--- src/design/cache_types.sv ---
package cache_types;

    // Controller states
    typedef enum logic [1:0] {
        idle_s,
        compare_tag_s,
        writeback_s,
        allocate_s
    } state_t;

    // Way select, way_none when no way applies
    typedef enum logic [2:0] {
        way_0    = 3'd0,
        way_1    = 3'd1,
        way_2    = 3'd2,
        way_3    = 3'd3,
        way_none = 3'd4
    } way_t;

endpackage : cache_types

--- src/design/cache_control.sv ---
`timescale 1ns/100ps

module cache_control
import cache_types::*;
(
    input  logic   clk,
    input  logic   rst_n,
    input  logic   cpu_read,
    input  logic   cpu_write,
    input  logic   valid_hit,
    input  logic   dirty,
    input  logic   mem_resp,
    output state_t state,
    output logic   mem_read,
    output logic   mem_write
);

    state_t next_state;

    always_ff @(posedge clk or negedge rst_n) begin
        if (!rst_n) begin
            state <= idle_s;
        end else begin
            state <= next_state;
        end
    end

    always_comb begin
        next_state = state;
        case (state)
            idle_s: begin
                if (cpu_read || cpu_write) begin
                    next_state = compare_tag_s;
                end
            end
            compare_tag_s: begin
                if (valid_hit) begin
                    next_state = idle_s;
                end else if (dirty) begin
                    // Victim must go back to memory first
                    next_state = writeback_s;
                end else begin
                    next_state = allocate_s;
                end
            end
            writeback_s: begin
                if (mem_resp) begin
                    next_state = allocate_s;
                end
            end
            allocate_s: begin
                // Refilled line hits on the second compare
                if (mem_resp) begin
                    next_state = compare_tag_s;
                end
            end
            default: next_state = idle_s;
        endcase
    end

    // Memory requests held for the whole state
    assign mem_write = (state == writeback_s);
    assign mem_read  = (state == allocate_s);

endmodule : cache_control

--- config.mk ---
export PLATFORM = sky130hd
export DESIGN_NAME = cache_control
export DESIGN_NICKNAME = d
export VERILOG_FILES = /design/src/design/cache_types.sv /design/src/design/cache_control.sv
export SDC_FILE = /design/constraint.sdc
export NUM_CORES = 1
export LEC_CHECK = 0
export BUFFER_PORTS_ARGS = -buffer_cell sky130_fd_sc_hd__buf_2
export CAP_MARGIN = 20
export CORE_AREA = 2 2 39 41
export CTS_CLUSTER_SIZE = 16
export DETAILED_ROUTE_END_ITERATION = 8
export DIE_AREA = 0 0 41 43
export GPL_TIMING_DRIVEN = 0
export MAX_ROUTING_LAYER = met4
export PLACE_DENSITY = 0.32
export RECOVER_POWER = 50
export SLEW_MARGIN = 20
export SYNTH_ARGS = -nofsm -noshare
export SYNTH_HDL_FRONTEND = slang
export SYNTH_SLANG_ARGS = --single-unit
export TNS_END_PERCENT = 50
--- constraint.sdc ---
create_clock -name clk -period 2.95 [get_ports clk]
set_input_delay 0 -clock clk [delete_from_list [all_inputs] [get_ports clk]]
set_output_delay 0 -clock clk [all_outputs]
set_load 0.005 [all_outputs]
# After elaboration in Yosys (flattened, before gate mapping)
# Index checks and enable logic that the tools add are counted.
# word_totals
in_bits	7
out_inout_bits	4
regBits	2
wordCells	16
# classes
n_eq_ne	6
reduce_logical	3
mux	6
# ops
cell	count
two-way mux 2 bit	4
one-hot mux 2 bit (4 select lines)	1
!= test 2 bit, second input constant	3
== test 2 bit, second input constant	2
AND reduction 3 bit	1
== test 2 x 1 -> 1 bit, second input constant	1
zero test 2 bit	1
logical OR 1 bit	1
two-way mux 1 bit	1

# Logic depth before layout (Yosys ltp)
# Gate-level depths: netlist (run 1).
# logic_depth
depth_word	3
ltp_mapped	5
mapped_depth_nobuf	5

# Worst setup path before layout (run 1)
# OpenSTA, ideal clock, no wires.
# synth_timing
path_type	reg-to-reg
startpoint	register state[0]
endpoint	register state[0]
setup_ps	79
path_slack_ps	1751
required_ps	2871
path_buffers	0
period_less_slack_ps	1199
stages_incl_launch_ff	6
arrival_ps	1119
path_cell_list	dfrtp_1 inv_1 ha_1 nor2_1 o2bb2ai_2 mux2i_1
# synth_between
elab_chain_len	3
elab_cells_between_ends	9
classes_between	6 x eq/ne; 1 x mux; 2 x reduce/logical
# synth_lines
item	line	source
start, declared	cache_control.sv:13	output state_t state,
start signal, assigned	cache_control.sv:22	state <= idle_s;
start signal, assigned	cache_control.sv:24	state <= next_state;
== test 2 bit (*)	--	
via mem_write	cache_control.sv:15	output logic mem_write
!= test 2 bit (no source line)	--	
AND reduction 3 bit (no source line)	--	
# The timed path passes the listed nets; every way through them passes the cells marked *.
# A chain may end at the register's enable or synchronous reset.

# Final worst setup path (run 1)
# layout_timing
startpoint	register state[0]
endpoint	register state[0]
# layout_between
elab_chain_len	3
elab_cells_between_ends	9
classes_between	6 x eq/ne; 1 x mux; 2 x reduce/logical
# layout_lines
item	line	source
== test 2 bit or zero test 2 bit (tied branches)	cache_control.sv:30	case (state)
!= test 2 bit (no source line)	--	
AND reduction 3 bit (no source line)	--	
# Several ways; a longest one is shown, not always the timed one.

==> results of run 1 <==
==> repair_timing <==
item                      CTS  global route
hold endpoints to repair    2             0
gates resized for setup     0             0
setup buffers               0             0
hold buffers                1             0
==> worst max-delay path, stage by stage, from the launching register on <==
cell and delay, ns:
dfrtp_1 0.41, inv_1 0.11, ha_1 0.21, nor2_1 0.08, o2bb2ai_2 0.19, mux2i_1 0.22
==> per-stage QoR <==
step	hold WS [ns]	cell area (um^2)
finish	0.0892	278
CTS	0.0793	279
detailed placement	-0.214	246
floorplan	-0.296	176
global placement	-0.217	246
global route	0.101	278
==> final cells by class <==
| cell class | count | area [um^2] | area share |
|---|---|---|---|
| Clock buffer | 3 | 22.5 | 0.0811 |
| Inverter | 3 | 11.3 | 0.0405 |
| Multi-Input combinational cell | 13 | 115 | 0.414 |
| Sequential cell | 2 | 50.0 | 0.180 |
| Tap cell | 16 | 20.0 | 0.0721 |
| Timing Repair Buffer | 11 | 58.8 | 0.212 |
==> cells in the final DEF (no fill, tap or decap) <==
cell type | synthesis | final
nand2b_1 | 1 | 1
dlygate4sd3_1 | 0 | 1
clkbuf_1 | 0 | 1
a21oi_1 | 1 | 1
ha_1 | 4 | 4
dfrtp_1 | 2 | 2
mux2i_1 | 2 | 2
o2bb2ai_2 | 1 | 1
buf_2 | 0 | 9
clkbuf_4 | 0 | 3
inv_1 | 3 | 3
nor2_1 | 2 | 2
o21ai_0 | 1 | 1
nor2b_1 | 1 | 1
==> power breakdown <==
group	total (mW)	switching, mW	internal, mW
sequential	0.0520	0.0126	0.0394
clock	0.0621	0.0170	0.0450
combinational	0.106	0.0537	0.0525
total	0.220	0.0833	0.137
==> logic make-up (layout without fill, tap and decap cells) <==
group / Yosys count / in the layout / synth area share
adder cells (fa/ha/maj): 4 / 4 / 0.284
AND/OR/NAND/NOR: 4 / 4 / 0.114
AO/OA/AOI/OAI: 3 / 3 / 0.142
buffers and inverters: 3 / 17 / 0.0638
multiplexers: 2 / 2 / 0.113
flip-flops: 2 / 2 / 0.284
==> worst max path at each step <==
stage,start,end,cells after the start
6_report,state[0],state[0],5
5_1_grt,state[0],state[0],5
4_1_cts,state[0],state[1],5
3_5_place_dp,state[0],state[1],5
3_3_place_gp,state[0],state[0],5
2_1_floorplan,state[0],state[0],5
==> synthesized netlist by cell type (all sizes together) <==
master and count:
o21ai 1, nor2b 1, ha 4, a21oi 1, nor2 2, mux2i 2, dfrtp 2, nand2b 1
o2bb2ai 1, inv 3
==> per-layer routing <==
| layer | wire [um] | vias to the layer above | share of wire |
|---|---|---|---|
| met5 | 0 | - | 0 |
| met4 | 0 | 0 | 0 |
| met3 | 64 | 0 | 0.15 |
| met2 | 143 | 10 | 0.34 |
| met1 | 213 | 68 | 0.51 |
| li1 | - | 86 | - |
==> reports/metrics.cfg, run 1 <==
[route]
routed_wirelength_um=420
routed_via_density=3.42
drt-initial-drc-count=0
first_pass_iters=1
vias=164
route.detailed.drc=0
wl_per_cell_um=8.75
antenna_left=0

[placed_design]
io_buffers=10
gp_congestion=0.597
placed_cells=44
dp_hpwl_um=325
pre_cts_slack_ns=1.64

[sta]
setup_viol=0
min_period_over_period=0.443
fin_skew_ns=0.00458
relSlewSlack=0.901
worst_pin_slew_ns=0.145
finalHoldViolCount=0
setup_slack_ns=1.64
finalSetupTns_ns=0
max_freq_mhz=766
grt_setup_unrepaired=false
post-route-min-period_ns=1.31
slew_violations=0

[synthesis]
ys_ff_latch=2
synth.distinct_cells=10
synth_area_leaders=dfrtp_1, ha_1, mux2i_1
synth_area_um2=176
yosysSeqAreaShare=0.284
synth_area_per_cell_um2=9.80
synth_top_area_frac=0.284
syn_inst=18
yosys_warnings=0
post-synth-top-area-cell=dfrtp_1
synth_nets=29

[grt]
grt_use_met3=0.0628
grt_pass1_vias=166
grt_pass1_wl_um=634
top_usage_layer=met2
track_usage=0.0617
gr-total-overflow=0
use_met2=0.0719
grt_max_degree=5
global_route.usage.met1=0.0707
antenna_found_initial=0

[clocking]
numCtsBuffers=3
cts_num_sinks=2
clk_pin_slew_ns=0.03
htreeDepth=1
cts-root-buf=clkbuf_4
clock_latency_ns=0.23
tritoncts=built
clockBufferDepth=2

[critical_path]
reg2reg_to=state[0]
setup.worst_path.end_class=register
cp_data_arrival_time_ns=1.44
crit_type=register to register
rr_worst_depth=5
ff2ff_setup_slack_ns=1.64
cp-start-kind=register
cp.required_ns=3.09
r2r-start=state[0]
cp_max_fo=4

[floorplan]
core_mm2=0.00138
dieArea_mm2=0.00176
dieHeight_um=43
die_x_um=41
ios=11
start_util=0.127
row_count=14

[min_path]
hp-class=input pin to asynchronous set/reset pin

[run_status]
status=finished clean

[final_layout]
regMostFlops=state
fin_cells=48
nets=45
final_core_util=0.201
layout-area-overhead-vs-synth_pct=57.4
reg_top3=state: 2 flops
antenna_cells=0
largest_register_ffs=2
drive_gt1_frac=0.406
fill_cells=153

[pwr]
power_mw=0.220
powerDensity_mw_per_mm2=793
leakage_nw=0.148
peakVddDrop_v=0.000327

[run]
max-cap-violations=0

Note: power is estimated with default switching activity, not from simulation.
==> run 2: changes to the inputs <==
ABC_AREA = 1   (was default)
PLACE_DENSITY = 0.34   (was 0.32)
clock period = 1.3 ns   (was 2.95 ns; I/O delays follow)
==> reports/metrics.cfg, run 2 <==
[final_layout]
regMostFlops=state
reg_top3=state: 2 flops
largest_register_ffs=2  ; unchanged
layout-area-overhead-vs-synth_pct=52.2
drive_gt1_frac=0.341  ; -0.0653
mostFrequentLayoutCells=nand2_1, buf_2, inv_1
antenna_cells=0  ; unchanged
final_cell_area_um2=303  ; +9.0%
nets=57  ; +27%

[route]
route.detailed.drc=0  ; unchanged
first_pass_iters=4  ; +3
antenna_left=0  ; unchanged
drt-initial-drc-count=6  ; +6
vias=210  ; +28%
routed_via_density=3.50  ; +2.4%
wl_per_cell_um=7.02  ; -20%
routed_wirelength_um=421  ; +0.24%

[grt]
track_usage=0.0514  ; -0.0103
global_route.usage.met1=0.0675  ; -0.00322
grt_pass1_wl_um=607  ; -4.3%
antenna_found_initial=0  ; unchanged
grt_use_met3=0.0157  ; -0.0471
grt_pass1_vias=159  ; -4.2%
top_usage_layer=met2
use_met2=0.0719  ; unchanged
grt_max_degree=6  ; +1
gr-total-overflow=0  ; unchanged

[floorplan]
die_x_um=41  ; unchanged
start_util=0.144  ; +0.0163
ios=11  ; unchanged
dieHeight_um=43  ; unchanged
row_count=14  ; unchanged
core_mm2=0.00138  ; unchanged
dieArea_mm2=0.00176  ; unchanged

[sta]
relSlewSlack=0.895  ; -0.00583
post-route-min-period_ns=1.18  ; -0.128 ns
max_freq_mhz=849  ; +11%
setup_viol=0  ; unchanged
min_period_over_period=0.906  ; +0.463
worst_pin_slew_ns=0.158  ; +0.0129 ns
fin_skew_ns=0.000627  ; -0.00395 ns
finalSetupTns_ns=0  ; unchanged
finalHoldViolCount=0  ; unchanged
grt_setup_unrepaired=false
slew_violations=0  ; unchanged

[clocking]
clk_pin_slew_ns=0.03  ; about the same
clockBufferDepth=2  ; unchanged
tritoncts=built
clock_latency_ns=0.22  ; about the same
numCtsBuffers=3  ; unchanged
cts-root-buf=clkbuf_4
cts_num_sinks=2  ; unchanged
htreeDepth=1  ; unchanged

[synthesis]
post-synth-top-area-cell=dfrtp_1
synth_area_leaders=dfrtp_1, ha_1, nand2_1
yosysSeqAreaShare=0.252  ; -0.0321
synth_area_um2=199  ; +13%
async_flop_share=1.00  ; unchanged
synth_common_cells=nand2_1, inv_1, ha_1, nor2_1
synthFlopType=dfrtp_1
yosys_warnings=0  ; unchanged
synth_area_per_cell_um2=6.63  ; -32%
synth.distinct_cells=9  ; -1
synth_enable_flop_cells=0  ; unchanged
syn_inst=30  ; +12
ys_ff_latch=2  ; unchanged
synth.most_common_cell=nand2_1
synth_nets=41  ; +41%
synth_top_area_frac=0.252  ; -0.0321

[critical_path]
setup.worst_path.end_class=register
r2r-start=state[0]
cp.required_ns=1.45  ; -1.64 ns
crit_path_start=state[0]
cp_data_arrival_time_ns=1.33  ; -0.11 ns
crit_type=register to register
cp-start-kind=register
cp_max_fo=5  ; +1

[min_path]
hold_start=dirty
hp-class=input pin to register

[placed_design]
gp_congestion=0.605  ; +1.2%
io_buffers=10  ; unchanged
dp_hpwl_um=357  ; +9.6%
post_dp_cell_area_um2=269  ; +9.1%

[run_status]
status=finished clean

[run]
max-cap-violations=0  ; unchanged

[pwr]
leakage_nw=0.175  ; +18%
powerDensity_mw_per_mm2=2020  ; +150%
peakVddDrop_v=0.000374  ; +14%

==> run 2: cell families (layout without fill, tap and decap cells) <==
logic type               after synthesis  count (layout)  share of synthesized area
buffers and inverters                  6              20                      0.113
adder cells (fa/ha/maj)                4               4                      0.252
flip-flops                             2               2                      0.252
AO/OA/AOI/OAI                          3               3                     0.0754
AND/OR/NAND/NOR                       15              15                      0.308
==> run 2: metrics by stage <==
step / setup slack (ns) / std cells / utilization / hold WS (ns) / power (mW)
after global routing: 0.000149 / 60 / 0.219 / 0.0862 / 0.700
after floorplan: 0.152 / 30 / - / -0.296 / 0.370
after global placement: 0.0457 / 56 / 0.194 / -0.213 / 0.485
after CTS: 0.0513 / 60 / 0.218 / 0.0785 / 0.624
final: 0.122 / 60 / 0.219 / 0.0685 / 0.611
after detailed placement: 0.0638 / 56 / 0.194 / -0.214 / 0.475
==> run 2: report_power, final <==
part           total (mW)  internal (mW)  switching (mW)
Combinational       0.342          0.151           0.191
Clock               0.132          0.101          0.0307
Sequential          0.137         0.0968          0.0402
Total               0.611          0.349           0.262
==> run 2: worst max-delay path: stages (launching register included) <==
cell     delay, ns
dfrtp_1       0.40
inv_1         0.08
ha_2          0.21
nor2_2        0.12
nor2_1        0.06
nor2_2        0.12
nand2_1       0.06
nand2_1       0.05
==> run 2: path summary, 6_finish.rpt <==
kind / cells after the start / slack (ns) / end
worst min-delay path: 4 / 0.07 / state[0]
worst max register to register: 7 / 0.12 / state[0]
max in group asynchronous: 2 / 1.08 / state[0]
worst min register to register: 2 / 0.57 / state[1]
worst max-delay path: 7 / 0.12 / state[0]
min in group asynchronous: 2 / 0.10 / state[1]
==> run 2: cell type report <==
cell class | instances | area, um^2
multi-input cells | 22 | 129
clock buffers | 3 | 22.5
flip-flops and latches | 2 | 50.0
inverters | 6 | 22.5
repair buffers | 11 | 58.8
fillers | 161 | 1080
well taps | 16 | 20.0
==> run 2: repair_timing <==
action                                  4_1_cts  5_1_grt
hold buffers                                  1        0
endpoints found under the setup margin        0        2
setup buffers                                 0        0
endpoints found under the hold margin         2        0
resized for setup                             0        2
==> run 2: per-layer routing <==
metal  vias to the layer above  routed length, um  part of all wire
li1                        118                  -                 -
met4                         0                  0                 0
met5                         -                  0                 0
met3                         0                 38             0.090
met2                         8                199              0.47
met1                        84                183              0.43
==> run 3: changes to the inputs <==
CELL_PAD_IN_SITES_DETAIL_PLACEMENT = 1   (was default)
CELL_PAD_IN_SITES_GLOBAL_PLACEMENT = 2   (was default)
PLACE_DENSITY = 0.57   (was 0.34)
==> reports/metrics.cfg, run 3 (synthesis results as in run 2) <==
[placed_design]
post_dp_cell_area_um2=269  ; unchanged
gp_congestion=0.643  ; +6.3%
pre_cts_slack_ns=0.0596  ; -0.00413 ns
io_buffers=10  ; unchanged

[clocking]
numCtsBuffers=3  ; unchanged
cts-root-buf=clkbuf_4
clock_latency_ns=0.22  ; about the same
cts_num_sinks=2  ; unchanged
clockBufferDepth=2  ; unchanged
clk_pin_slew_ns=0.03  ; about the same
tritoncts=built
htreeDepth=1  ; unchanged

[critical_path]
cp.required_ns=1.45  ; about the same
cp-start-kind=register
cp_data_arrival_time_ns=1.37  ; +0.04 ns
setup.worst_path.end_class=register
cp_max_fo=4  ; -1
crit_type=register to register

[route]
routed_via_density=3.67  ; +4.8%
antenna_left=0  ; unchanged
route.detailed.drc=0  ; unchanged
first_pass_iters=1  ; -3
drt-initial-drc-count=0  ; -6
vias=231  ; +10%
wl_per_cell_um=8.78  ; +25%
routed_wirelength_um=553  ; +31%

[sta]
relSlewSlack=0.890  ; -0.00445
setup_viol=0  ; unchanged
timing.hold.ws_ns=0.0785  ; +0.0100 ns
setup_slack_ns=0.0863  ; -0.0361 ns
min_period_over_period=0.934  ; +0.0278
slew_violations=0  ; unchanged
max_freq_mhz=824  ; -3.0%
fin_skew_ns=0.0000891  ; -0.000538 ns
finalHoldViolCount=0  ; unchanged
worst_pin_slew_ns=0.163  ; +0.00558 ns
post-route-min-period_ns=1.21  ; +0.0361 ns

[floorplan]
row_count=14  ; unchanged
ios=11  ; unchanged
dieHeight_um=43  ; unchanged
core_mm2=0.00138  ; unchanged
die_x_um=41  ; unchanged
dieArea_mm2=0.00176  ; unchanged
start_util=0.144  ; unchanged

[grt]
grt_pass1_wl_um=786  ; +29%
track_usage=0.0751  ; +0.0237
grt_pass1_vias=227  ; +43%
grt_max_degree=6  ; unchanged
antenna_found_initial=0  ; unchanged
gr-total-overflow=0  ; unchanged

[run]
max-cap-violations=0  ; unchanged

[final_layout]
seqCellArea_um2=51.3  ; +2.5%
regMostFlops=state
reg_top3=state: 2 flops
multi_input_area_um2=129  ; unchanged
final_core_util=0.236  ; +0.0172
mostFrequentLayoutCells=nand2_1, buf_2, inv_1
largest_register_ffs=2  ; unchanged
final_cell_area_um2=327  ; +7.9%
fill_cells=185  ; +15%
drive_gt1_frac=0.404  ; +0.0633
antenna_cells=0  ; unchanged
layout-area-overhead-vs-synth_pct=64.2
nets=60  ; +5.3%

[pwr]
leakage_nw=0.189  ; +8.3%
powerDensity_mw_per_mm2=2180  ; +7.8%
peakVddDrop_v=0.000627  ; +68%
power_mw=0.711  ; +16%

[min_path]
hp-class=input pin to register

[run_status]
status=finished clean

## run 3: cell type report
type                       instances  share of cell area
timing repair buffer              14               0.249
sequential                         2               0.157
inverter                           6              0.0690
tap                               16              0.0613
clock buffer                       3              0.0690
multi-input combinational         22               0.395
## run 3: repair_timing
item	CTS	global route
gates resized for setup	0	3
endpoints found under the hold margin	2	0
setup buffers	0	3
hold buffers	1	0
setup endpoints to repair	0	2
## run 3: stage by stage
| step | cells | TNS, ns |
|---|---|---|
| global placement | 56 | 0 |
| floorplan | 30 | 0 |
| CTS | 60 | 0 |
| detailed placement | 56 | 0 |
| global route | 63 | -0.000320 |
| finish | 63 | 0 |
## run 3: path summary, 6_finish.rpt
path	from	to	slack, ns	cells after the start
max in group asynchronous	rst_n	state[0]	1.07	2
max reg2reg	state[1]	state[0]	0.09	7
min	dirty	state[0]	0.08	4
max	state[1]	state[0]	0.09	7
min reg2reg	state[0]	state[0]	0.54	2
min in group asynchronous	rst_n	state[1]	0.10	2
## run 3: metal layers
layer | global-route usage | wire length, um
met3 | 0.0314 | 32
met1 | 0.0675 | 216
met4 | 0.0800 | 0
met5 | - | 0
met2 | 0.106 | 303
## run 3: critical path: stages (launching register included)
cell,delay (ns)
dfrtp_1,0.39
buf_4,0.15
ha_2,0.18
nor2_2,0.13
nor2_1,0.06
nor2_2,0.11
nand2_1,0.06
nand2_1,0.06
## run 3: power by group
part,switching [mW],internal (mW),total [mW]
combinational,0.232,0.210,0.441
clock,0.0344,0.102,0.136
sequential,0.0330,0.100,0.133
